$ cat config.mk
export PLATFORM = sky130hd
export DESIGN_NAME = umi_mem_subsystem
export DESIGN_NICKNAME = d
export VERILOG_FILES = /design/src/hdl/umi_pkg.sv /design/src/hdl/umi_endpoint.sv /design/src/hdl/umi_mem_subsystem.sv /design/src/hdl/umi_request_router.sv /design/src/hdl/umi_response_arbiter.sv /design/src/hdl/umi_scratch_mem.sv
export SDC_FILE = /design/constraint.sdc
export NUM_CORES = 2
export LEC_CHECK = 0
export BUFFER_PORTS_ARGS = -buffer_cell sky130_fd_sc_hd__buf_2
export CAP_MARGIN = 30
export CORE_MARGIN = 4
export CORE_UTILIZATION = 57
export DETAILED_ROUTE_END_ITERATION = 6
export PLACE_DENSITY_LB_ADDON = 0.2
export SYNTH_ARGS = -nofsm -noshare
export SYNTH_HDL_FRONTEND = slang
export SYNTH_HIERARCHICAL = 1
export SYNTH_SLANG_ARGS = --single-unit
$ cat constraint.sdc
create_clock -name clk -period 18 [get_ports clk]
set_input_delay 1.8 -clock clk [delete_from_list [all_inputs] [get_ports clk]]
set_output_delay 1.8 -clock clk [all_outputs]
set_load 0.02 [all_outputs]
$ cat src/hdl/umi_pkg.sv
`default_nettype none

package umi_pkg;

   //####################################################################
   // Bus widths
   //####################################################################
   localparam int UMI_AW = 32;                 // Address width
   localparam int UMI_DW = 32;                 // Data width
   localparam int UMI_UW = 128;                // Whole packet

   //####################################################################
   // Packet layout
   //####################################################################
   localparam int CMD_LSB  = 0;                // Command word
   localparam int CMD_W    = 32;
   localparam int DST_LSB  = 32;               // Destination address
   localparam int SRC_LSB  = 64;               // Source address
   localparam int DATA_LSB = 96;               // Payload data

   // Offsets inside the command word
   localparam int OPCODE_LSB = 0;
   localparam int OPCODE_W   = 8;
   localparam int SIZE_LSB   = 8;
   localparam int SIZE_W     = 4;
   localparam int USER_LSB   = 12;
   localparam int USER_W     = 20;

   //####################################################################
   // Opcodes
   //####################################################################
   localparam logic [OPCODE_W-1:0] OP_READ      = 8'h01;   // Read request
   localparam logic [OPCODE_W-1:0] OP_WRITE     = 8'h05;   // Posted write
   localparam logic [OPCODE_W-1:0] OP_RESP_READ = 8'h02;   // Read response

   //####################################################################
   // Subsystem sizes
   //####################################################################
   localparam int N_ENDPOINTS = 4;             // Endpoint and memory pairs
   localparam int EP_SEL_W    = $clog2(N_ENDPOINTS);
   localparam int EP_SEL_LSB  = 8;             // Dest addr bits 9:8 pick endpoint

   localparam int MEM_WORDS   = 16;            // Words per scratch memory
   localparam int WORD_W      = $clog2(MEM_WORDS);
   localparam int WORD_LSB    = 2;             // Byte address to word index

endpackage

`default_nettype wire

$ cat src/hdl/umi_endpoint.sv
`default_nettype none

module umi_endpoint
   import umi_pkg::*;
(
   input  logic              clk,
   input  logic              nreset,
   // Request in
   input  logic              req_valid,
   input  logic [UMI_UW-1:0] req_packet,
   output logic              req_ready,
   // Memory side
   output logic              mem_write,
   output logic              mem_read,
   output logic [WORD_W-1:0] mem_index,
   output logic [UMI_DW-1:0] mem_wdata,
   input  logic              mem_ready,
   input  logic [UMI_DW-1:0] mem_rdata,
   // Response out
   output logic              rsp_valid,
   output logic [UMI_UW-1:0] rsp_packet,
   input  logic              rsp_ready
);

   //####################################################################
   // Unpack and decode
   //####################################################################
   logic [CMD_W-1:0]    cmd;
   logic [OPCODE_W-1:0] cmd_opcode;
   logic [SIZE_W-1:0]   cmd_size;
   logic [USER_W-1:0]   cmd_user;
   logic [UMI_AW-1:0]   dstaddr;
   logic [UMI_AW-1:0]   srcaddr;
   logic [UMI_DW-1:0]   data;
   logic                cmd_read;
   logic                cmd_write;
   logic                cmd_invalid;

   assign cmd        = req_packet[CMD_LSB +: CMD_W];
   assign dstaddr    = req_packet[DST_LSB +: UMI_AW];
   assign srcaddr    = req_packet[SRC_LSB +: UMI_AW];
   assign data       = req_packet[DATA_LSB +: UMI_DW];
   assign cmd_opcode = cmd[OPCODE_LSB +: OPCODE_W];
   assign cmd_size   = cmd[SIZE_LSB +: SIZE_W];
   assign cmd_user   = cmd[USER_LSB +: USER_W];

   assign cmd_read    = (cmd_opcode == OP_READ);
   assign cmd_write   = (cmd_opcode == OP_WRITE);
   assign cmd_invalid = ~cmd_read & ~cmd_write;   // Dropped silently

   // Invalid ops are swallowed even while memory is busy
   assign req_ready = cmd_invalid | (mem_ready & (~cmd_read | rsp_ready));

   // Pulses only on the transfer cycle
   assign mem_write = req_valid & cmd_write & mem_ready;
   assign mem_read  = req_valid & cmd_read & mem_ready & rsp_ready;
   assign mem_index = dstaddr[WORD_LSB +: WORD_W];
   assign mem_wdata = data;

   //####################################################################
   // Read turnaround
   //####################################################################
   logic                rsp_valid_q;
   logic [UMI_AW-1:0]   dst_q;                    // Request source becomes dest
   logic [SIZE_W-1:0]   size_q;
   logic [USER_W-1:0]   user_q;
   logic [UMI_DW-1:0]   rdata_q;                  // Response data register

   // Holds while the arbiter stalls
   always_ff @(posedge clk or negedge nreset)
   begin
      if (!nreset)
         rsp_valid_q <= 1'b0;
      else if (rsp_ready)
         rsp_valid_q <= mem_read;
   end

   always_ff @(posedge clk)
   begin
      if (mem_read)
      begin
         dst_q   <= srcaddr;
         size_q  <= cmd_size;
         user_q  <= cmd_user;
         rdata_q <= mem_rdata;
      end
   end

   // Pack response, source field left at zero
   always_comb
   begin
      rsp_packet = '0;
      rsp_packet[CMD_LSB+OPCODE_LSB +: OPCODE_W] = OP_RESP_READ;
      rsp_packet[CMD_LSB+SIZE_LSB +: SIZE_W]     = size_q;
      rsp_packet[CMD_LSB+USER_LSB +: USER_W]     = user_q;
      rsp_packet[DST_LSB +: UMI_AW]              = dst_q;
      rsp_packet[DATA_LSB +: UMI_DW]             = rdata_q;
   end

   assign rsp_valid = rsp_valid_q;

endmodule

`default_nettype wire

$ cat src/hdl/umi_mem_subsystem.sv
`default_nettype none

module umi_mem_subsystem
   import umi_pkg::*;
(
   input  logic              clk,
   input  logic              nreset,
   // Request port
   input  logic              in_valid,
   input  logic [UMI_UW-1:0] in_packet,
   output logic              in_ready,
   // Response port
   output logic              out_valid,
   output logic [UMI_UW-1:0] out_packet,
   input  logic              out_ready
);

   // Router to endpoints
   logic [N_ENDPOINTS-1:0]             req_valid;
   logic [UMI_UW-1:0]                  req_packet;
   logic [N_ENDPOINTS-1:0]             req_ready;
   // Endpoint to memory
   logic [N_ENDPOINTS-1:0]             mem_write;
   logic [N_ENDPOINTS-1:0]             mem_read;
   logic [N_ENDPOINTS-1:0][WORD_W-1:0] mem_index;
   logic [N_ENDPOINTS-1:0][UMI_DW-1:0] mem_wdata;
   logic [N_ENDPOINTS-1:0]             mem_ready;
   logic [N_ENDPOINTS-1:0][UMI_DW-1:0] mem_rdata;
   // Endpoints to arbiter
   logic [N_ENDPOINTS-1:0]             rsp_valid;
   logic [N_ENDPOINTS-1:0][UMI_UW-1:0] rsp_packet;
   logic [N_ENDPOINTS-1:0]             rsp_ready;

   //####################################################################
   // Request steering
   //####################################################################
   umi_request_router router_i (
      .clk       (clk),
      .nreset    (nreset),
      .in_valid  (in_valid),
      .in_packet (in_packet),
      .in_ready  (in_ready),
      .ep_valid  (req_valid),
      .ep_packet (req_packet),
      .ep_ready  (req_ready)
   );

   //####################################################################
   // Endpoint and memory pairs
   //####################################################################
   for (genvar i = 0; i < N_ENDPOINTS; i++)
   begin : g_ep
      umi_endpoint endpoint_i (
         .clk        (clk),
         .nreset     (nreset),
         .req_valid  (req_valid[i]),
         .req_packet (req_packet),
         .req_ready  (req_ready[i]),
         .mem_write  (mem_write[i]),
         .mem_read   (mem_read[i]),
         .mem_index  (mem_index[i]),
         .mem_wdata  (mem_wdata[i]),
         .mem_ready  (mem_ready[i]),
         .mem_rdata  (mem_rdata[i]),
         .rsp_valid  (rsp_valid[i]),
         .rsp_packet (rsp_packet[i]),
         .rsp_ready  (rsp_ready[i])
      );

      umi_scratch_mem mem_i (
         .clk    (clk),
         .nreset (nreset),
         .write  (mem_write[i]),
         .read   (mem_read[i]),
         .index  (mem_index[i]),
         .wdata  (mem_wdata[i]),
         .ready  (mem_ready[i]),
         .rdata  (mem_rdata[i])
      );
   end

   // Response merge
   umi_response_arbiter arbiter_i (
      .clk        (clk),
      .nreset     (nreset),
      .ep_valid   (rsp_valid),
      .ep_packet  (rsp_packet),
      .ep_ready   (rsp_ready),
      .out_valid  (out_valid),
      .out_packet (out_packet),
      .out_ready  (out_ready)
   );

endmodule

`default_nettype wire

$ cat src/hdl/umi_request_router.sv
`default_nettype none

module umi_request_router
   import umi_pkg::*;
(
   input  logic                   clk,
   input  logic                   nreset,
   // Incoming requests
   input  logic                   in_valid,
   input  logic [UMI_UW-1:0]      in_packet,
   output logic                   in_ready,
   // Toward the endpoints
   output logic [N_ENDPOINTS-1:0] ep_valid,
   output logic [UMI_UW-1:0]      ep_packet,     // Shared by all endpoints
   input  logic [N_ENDPOINTS-1:0] ep_ready
);

   logic                run_q;                   // Set once out of reset
   logic                valid_q;                 // Buffer holds a request
   logic [UMI_UW-1:0]   packet_q;
   logic [EP_SEL_W-1:0] sel_q;                   // Decoded target endpoint
   logic                take;                    // Held packet leaves

   assign take     = valid_q & ep_ready[sel_q];
   assign in_ready = run_q & (~valid_q | take);  // Empty or draining now

   // Only the selected endpoint sees valid
   assign ep_valid  = valid_q ? N_ENDPOINTS'(1) << sel_q : '0;
   assign ep_packet = packet_q;

   //####################################################################
   // Control state
   //####################################################################
   always_ff @(posedge clk or negedge nreset)
   begin
      if (!nreset)
      begin
         run_q   <= 1'b0;
         valid_q <= 1'b0;
      end
      else
      begin
         run_q <= 1'b1;
         if (in_valid && in_ready)
            valid_q <= 1'b1;                     // Refill, also on same-cycle take
         else if (take)
            valid_q <= 1'b0;
      end
   end

   // Packet and its select, loaded on accept
   always_ff @(posedge clk)
   begin
      if (in_valid && in_ready)
      begin
         packet_q <= in_packet;
         sel_q    <= in_packet[DST_LSB+EP_SEL_LSB +: EP_SEL_W];
      end
   end

endmodule

`default_nettype wire

$ cat src/hdl/umi_response_arbiter.sv
`default_nettype none

module umi_response_arbiter
   import umi_pkg::*;
(
   input  logic                               clk,
   input  logic                               nreset,
   // Endpoint responses
   input  logic [N_ENDPOINTS-1:0]             ep_valid,
   input  logic [N_ENDPOINTS-1:0][UMI_UW-1:0] ep_packet,
   output logic [N_ENDPOINTS-1:0]             ep_ready,
   // Merged output
   output logic                               out_valid,
   output logic [UMI_UW-1:0]                  out_packet,
   input  logic                               out_ready
);

   logic                out_valid_q;
   logic [UMI_UW-1:0]   out_packet_q;
   logic [EP_SEL_W-1:0] ptr_q;                  // Last winner
   logic [EP_SEL_W-1:0] gnt_idx;
   logic [N_ENDPOINTS-1:0] grant;               // One-hot winner
   logic                slot_free;              // Output empty or draining

   assign slot_free = ~out_valid_q | out_ready;

   //####################################################################
   // Round-robin pick, search starts after last winner
   //####################################################################
   always_comb
   begin
      logic [EP_SEL_W-1:0] idx;
      logic                found;
      found   = 1'b0;
      gnt_idx = ptr_q;
      for (int k = 1; k <= N_ENDPOINTS; k++)
      begin
         idx = ptr_q + EP_SEL_W'(k);            // Wraps at N_ENDPOINTS
         if (!found && ep_valid[idx])
         begin
            found   = 1'b1;
            gnt_idx = idx;
         end
      end
      grant = found ? N_ENDPOINTS'(1) << gnt_idx : '0;
   end

   // Idle endpoints see ready so they may load
   assign ep_ready = ~ep_valid | (grant & {N_ENDPOINTS{slot_free}});

   //####################################################################
   // Output stage
   //####################################################################
   always_ff @(posedge clk or negedge nreset)
   begin
      if (!nreset)
      begin
         out_valid_q <= 1'b0;
         ptr_q       <= EP_SEL_W'(N_ENDPOINTS-1); // Endpoint 0 wins first
      end
      else if (slot_free)
      begin
         out_valid_q <= |ep_valid;
         if (|ep_valid)
            ptr_q <= gnt_idx;
      end
   end

   always_ff @(posedge clk)
   begin
      if (slot_free && |ep_valid)
         out_packet_q <= ep_packet[gnt_idx];
   end

   assign out_valid  = out_valid_q;
   assign out_packet = out_packet_q;

endmodule

`default_nettype wire

$ cat src/hdl/umi_scratch_mem.sv
`default_nettype none

module umi_scratch_mem
   import umi_pkg::*;
(
   input  logic              clk,
   input  logic              nreset,
   input  logic              write,            // Write strobe
   input  logic              read,             // Read strobe
   input  logic [WORD_W-1:0] index,            // Word select
   input  logic [UMI_DW-1:0] wdata,
   output logic              ready,
   output logic [UMI_DW-1:0] rdata
);

   logic [UMI_DW-1:0] mem_q [MEM_WORDS];       // Register file
   logic              busy_q;                  // Write recovery cycle

   //####################################################################
   // Storage
   //####################################################################
   always_ff @(posedge clk or negedge nreset)
   begin
      if (!nreset)
      begin
         for (int i = 0; i < MEM_WORDS; i++)
            mem_q[i] <= '0;                     // All words start at zero
      end
      else if (write)
         mem_q[index] <= wdata;
   end

   // One dead cycle after each write
   always_ff @(posedge clk or negedge nreset)
   begin
      if (!nreset)
         busy_q <= 1'b0;
      else
         busy_q <= write;
   end

   assign ready = ~busy_q;

   // Combinational read, quiet when not strobed
   assign rdata = read ? mem_q[index] : '0;

endmodule

`default_nettype wire

Word level (Yosys, flattened, before mapping)
Index checks and enable logic that the tools add are counted.
{"block": "word_totals", "regBits": 2671}
{"block": "classes", "add_sub_neg": 3, "order_cmp": 8, "eq_ne": 2, "shifts": 2, "mux": 42, "bitwise_logic": 49, "n_reduce_logical": 12}
{"cell": "$bwmux 512", "count": 4}
{"cell": "$bmux 32 s4", "count": 4}
{"cell": "$mux 32", "count": 9}
{"cell": "$bmux 128 s2", "count": 1}
{"cell": "$demux 32 s4", "count": 1}
{"cell": "$mux 128", "count": 1}
{"cell": "$and 1x1->1", "count": 27}
{"cell": "$lt 2x3->1 const B", "count": 6}
{"cell": "$mux 1", "count": 11}
{"cell": "$bmux 1 s2", "count": 5}
{"cell": "$or 1x1->1", "count": 10}
{"cell": "$eq 8x1->1 const B", "count": 1}
{"cell": "$eq 8x3->1 const B", "count": 1}
{"cell": "$mux 2", "count": 4}
{"cell": "$mux 4", "count": 2}
{"cell": "$not 1->1", "count": 8}
{"cell": "$shl 1x2->4 const A", "count": 2}
{"cell": "$logic_and 1x1->1", "count": 6}
{"cell": "$ge 5x5->1 const B", "count": 1}
{"cell": "$lt 5x1->1 const B", "count": 1}
{"cell": "$not 4->5", "count": 1}
{"cell": "$add 2x2->2 const B", "count": 2}
{"cell": "$and 4x4->4", "count": 1}
{"cell": "$not 4->4", "count": 1}
{"cell": "other kinds (6)", "count": 8}

Depth between registers and ports, before layout
{"block": "depth", "word_depth": 27, "ltp_mapped": 14, "ltp_nobuf": 9}

Modules after synthesis
The synthesis kept the hierarchy.
{"module": "umi_scratch_mem", "n_inst": 4, "cells_per_inst": 1518, "area_each_um2": 23374.9}
{"module": "umi_endpoint", "n_inst": 4, "cells_per_inst": 178, "area_each_um2": 3319.4}
{"module": "umi_response_arbiter", "n_inst": 1, "cells_per_inst": 883, "area_each_um2": 8912.3}
{"module": "umi_request_router", "n_inst": 1, "cells_per_inst": 145, "area_each_um2": 4003.8}

Worst setup path before layout
Ideal clock, no wire load.
{"block": "synth_path", "path_kind": "in2reg", "start": "input port out_ready", "end": "register router_i.packet_q[0] (netlist: router_i/ep_packet[0]), enable pin", "setup_time_ps": 819, "t_arrival_ps": 19071, "required_ps": 17181, "path_slack_ps": -1890, "path_stages": 8, "path_buffers": 0, "path_cell_list": "inv_1 -> a21oi_1 -> nand2_1 -> o21ai_1 -> o21ai_0 -> or3b_1 -> mux2i_1 -> a221oi_1"}
{"block": "synth_between", "elab_chain_len": 12}
{"element": "start: declaration", "line": "umi_mem_subsystem.sv:15", "text": "input logic out_ready"}
{"element": "$or 1x1->1", "line": "umi_response_arbiter.sv:25", "text": "assign slot_free = ~out_valid_q | out_ready;"}
{"element": "$and 4x4->4", "line": "umi_response_arbiter.sv:49", "text": "assign ep_ready = ~ep_valid | (grant & {N_ENDPOINTS{slot_free}});"}
{"element": "$or 4x4->4", "line": "umi_response_arbiter.sv:49"}
{"element": "named net rsp_ready[2]", "line": "umi_mem_subsystem.sv:32", "text": "logic [N_ENDPOINTS-1:0] rsp_ready;"}
{"element": "$or 1x1->1", "line": "umi_endpoint.sv:52", "text": "assign req_ready = cmd_invalid | (mem_ready & (~cmd_read | rsp_ready));"}
{"element": "$and 1x1->1", "line": "umi_endpoint.sv:52"}
{"element": "$or 1x1->1", "line": "umi_endpoint.sv:52"}
{"element": "named net req_ready[2]", "line": "umi_mem_subsystem.sv:21", "text": "logic [N_ENDPOINTS-1:0] req_ready;"}
{"element": "$bmux 1 s2", "line": "umi_request_router.sv:24", "text": "assign take = valid_q & ep_ready[sel_q];"}
{"element": "$mux 1 (implied by the code)", "line": "umi_request_router.sv:24"}
{"element": "$and 1x1->1", "line": "umi_request_router.sv:24"}
{"element": "$or 1x1->1", "line": "umi_request_router.sv:25", "text": "assign in_ready = run_q & (~valid_q | take);"}
{"element": "$and 1x1->1", "line": "umi_request_router.sv:25"}
{"element": "$logic_and 1x1->1", "line": "umi_request_router.sv:54", "text": "if (in_valid && in_ready)"}
{"element": "end signal: assignment", "line": "umi_request_router.sv:56", "text": "packet_q <= in_packet;"}
{"element": "end: declaration", "line": "umi_request_router.sv:20", "text": "logic [UMI_UW-1:0] packet_q;"}
The timed path passes the listed nets, and every way through them passes these cells. The select of a mux whose other input is x is not followed.
A chain may end at the register's enable or synchronous reset.

Final worst setup path
{"block": "layout_path", "start": "register arbiter_i.ptr_q[0]", "end": "output port in_ready"}
{"block": "layout_between", "elab_chain_len": 25}
{"element": "start: declaration", "line": "umi_response_arbiter.sv:20", "text": "logic [EP_SEL_W-1:0] ptr_q;"}
{"element": "start signal: assignment", "line": "umi_response_arbiter.sv:59", "text": "ptr_q <= EP_SEL_W'(N_ENDPOINTS-1);"}
{"element": "start signal: assignment", "line": "umi_response_arbiter.sv:65", "text": "ptr_q <= gnt_idx;"}
{"element": "$add 2x1->2", "line": "umi_response_arbiter.sv:38", "text": "idx = ptr_q + EP_SEL_W'(k);"}
{"element": "$bmux 1 s2", "line": "umi_response_arbiter.sv:39", "text": "if (!found && ep_valid[idx])"}
{"element": "$mux 1 (implied by the code)", "line": "umi_response_arbiter.sv:39"}
{"element": "$mux 1", "line": "umi_response_arbiter.sv:39"}
{"element": "$logic_not 1->1", "line": "umi_response_arbiter.sv:39"}
{"element": "$logic_and 1x1->1", "line": "umi_response_arbiter.sv:39"}
{"element": "$mux 1", "line": "umi_response_arbiter.sv:39"}
{"element": "$logic_not 1->1", "line": "umi_response_arbiter.sv:39"}
{"element": "[... 9 more ...]"}
{"element": "named net rsp_ready[1]", "line": "umi_mem_subsystem.sv:32"}
{"element": "[... 1 more ...]"}
{"element": "$and 1x1->1 (*)", "line": "umi_endpoint.sv:52"}
{"element": "$or 1x1->1 (*)", "line": "umi_endpoint.sv:52"}
{"element": "named net req_ready[1]", "line": "umi_mem_subsystem.sv:21"}
{"element": "$bmux 1 s2 (*)", "line": "umi_request_router.sv:24"}
{"element": "$mux 1 (implied by the code) (*)", "line": "umi_request_router.sv:24"}
{"element": "$and 1x1->1 (*)", "line": "umi_request_router.sv:24"}
{"element": "$or 1x1->1 (*)", "line": "umi_request_router.sv:25"}
{"element": "$and 1x1->1 (*)", "line": "umi_request_router.sv:25"}
{"element": "end: declaration", "line": "umi_mem_subsystem.sv:11", "text": "output logic in_ready,"}
Mark *: on every way through the listed nets, which the timed path passes. The rest lies on a longest branch. The select of a mux whose other input is x is not followed.

==> results.txt <==
Outcome = complete, no violations
DRT Wirelength = 304000 um
First-pass DRT Iterations = 5
Detail Placement HPWL = 173000 um
Worst Path Buf+Inv = 3
Commonest non-fill, non-tap cell in the layout = dfrtp_1
Mapped Cells = 7786
Sink Count = 2643
CP delay by family, top = buffers and inverters
Worst-skew pair later-pin latency = 930 ps
Total gr overflow = 0
Crit path cell chain = nor2b_1 -> o31a_2 -> buf_4 -> o21ai_1 -> o21ai_0 -> or3b_1 -> mux2i_1 -> a221oi_1 -> buf_4 -> buf_2
CTS resizes = 0
Syn Area/Cell = 15.3 um^2
Antenna Violating Nets Remaining = 0
Most frequent CP cell = buf_4
Num CTS Buffers = 290
Core ar. = 207000 um^2
Pleak = 61.6 nW
Initial antenna violation count = 20
Slowest CP cell = buf_4
Io pins = 262
Pin count of the biggest net entering global routing = 193
First-pass GRT wire length = 457000 um
CTS clk-pin slew, worst paths = 60 ps
Max-cap viol count = 0
Port Buffers = 235
Hold_buf cts = 0
Max-slew headroom = 13.2%
Critical path class = register to primary output
Syn-to-layout area delta = 9.51%
Synth Warn # = 6
Worst path arrival time = 4370 ps
RSZ-0062 raised after global routing = false
Nature of the critical path endpoint = primary output
Critical Path RT = 16200 ps
Critical Path Start Type = register
DR vias = 66900
Vias/cell = 6.23
Hold crit path type = register to register
Crit path largest cell delay = 660 ps
Die Area = 216000 um^2
Worst slack, placed = 11970 ps
Most frequent cells in the layout = dfrtp_1, mux2_2, edfxtp_1
Final GP Congestion = 0.828
Starting Density = 57.4%
Power Density = 93.9 nW/um^2
Setup total negative slack = 0 ps
Fmax = 162 MHz
Fin Clk Skew = 55.4 ps
Layout Utilization = 62.8%
Final #Nets = 7866
Final Hold Fails = 0
Fin crit share = 34.3%
Final min period = 6170 ps
Die Wd = 465 um
Clk root buf = clkbuf_16
Clk buf depth = 4
Finish-stage setup viols = 0
Critical path peak fanout = 59
Die H = 465 um
Initial DRC Count = 5346
Num rows = 167
Synthesized cell area = 119000 um^2
Routed WL per cell = 28.3 um
Vias in the first global route = 70600
Fin Hold WS = 463 ps
Worst Tran Pin Value = 1300 ps
CTS H-tree depth = 5
Final WS setup = 11830 ps
# Post-CTS Setup Buffers = 0
Max-slew violations = 0
CTS tree = built
GRT Util Overall = 28.0%
VDD IR-drop max = 0.103 mV
# DRC = 0
Layout cell share with drive strength beyond 1 = 44.1%
where the power goes:
group / total (W) / switching (W) / internal [W] / leakage [nW]
registers: 0.00614 / 0.00000897 / 0.00613 / 34.5
logic: 0.000370 / 0.000278 / 0.0000913 / 22.7
clock network: 0.00572 / 0.00233 / 0.00339 / 4.46
total: 0.0122 / 0.00262 / 0.00961 / 61.6
worst reg2reg max path, cell delays in order, from the launching register on:
cell	delay, ps
dfrtp_1	450
nor4_2	80
buf_4	190
a21oi_4	100
buf_4	510
nand2_1	290
o21ai_1	250
nand4b_1	170
nor3_2	150
buf_4	630
and3_1	860
buf_4	490
a22oi_1	150
o31ai_1	130
sequential cells by signal (all words and copies together), names as in the netlist:
signal,count
arbiter_i/out_valid,1
router_i/valid_q,1
g_ep.endpoint_i/size_q,16
arbiter_i/out_packet,128
arbiter_i/ptr_q,2
g_ep.mem_i/busy_q,4
g_ep.endpoint_i/rsp_valid,4
g_ep.endpoint_i/user_q,80
g_ep.mem_i/mem_q,2048
g_ep.endpoint_i/dst_q,128
g_ep.endpoint_i/rdata_q,128
router_i/ep_packet,102
router_i/run_q,1
per-layer routing:
| metal | up-vias | routed length (um) | track usage [%] |
|---|---|---|---|
| li1 | 28300 | - | - |
| met1 | 36000 | 129000 | 39.1 |
| met2 | 2035 | 143000 | 44.4 |
| met3 | 531 | 19000 | 4.61 |
| met4 | 10 | 12800 | 11.2 |
| met5 | - | 47 | 0 |
final timing paths:
path,startpoint,to,slack [ps],depth (start not counted)
min,router_i/ep_packet[79]$_DFFE_PP_,g_ep[0].endpoint_i/dst_q[15]$_DFFE_PP_,460,0
max,arbiter_i/ptr_q[0]$_DFFE_PN1P_,in_ready,11830,10
min in group asynchronous,nreset,g_ep[1].mem_i/mem_q[138]$_DFFE_PN0P_,940,1
max in group asynchronous,nreset,g_ep[2].mem_i/mem_q[474]$_DFFE_PN0P_,13560,7
min reg2reg,router_i/ep_packet[79]$_DFFE_PP_,g_ep[0].endpoint_i/dst_q[15]$_DFFE_PP_,460,0
max reg2reg,g_ep[2].endpoint_i/rsp_valid$_DFFE_PN0P_,g_ep[0].endpoint_i/rdata_q[7]$_DFFE_PP_,13310,13
area by class of cell:
cell class | count | area (um^2)
antenna | 11 | 27.5
clock buffer | 435 | 8450
clock inverter | 67 | 612
fill | 15100 | 77100
inverter | 25 | 93.8
multi-input combinational | 4320 | 45100
sequential | 2643 | 69100
tap | 2788 | 3490
timing repair buffer | 454 | 3390
through the flow:
step / std cells / cell area (um^2) / total power (W)
floorplan: 7938 / 119000 / 0.00646
global placement: 10200 / 120000 / 0.00660
detailed placement: 10200 / 121000 / 0.00662
CTS: 10700 / 130000 / 0.0123
global route: 10700 / 130000 / 0.0126
finish: 10700 / 130000 / 0.0122
No activity file was read; power rests on OpenSTA's default activity.
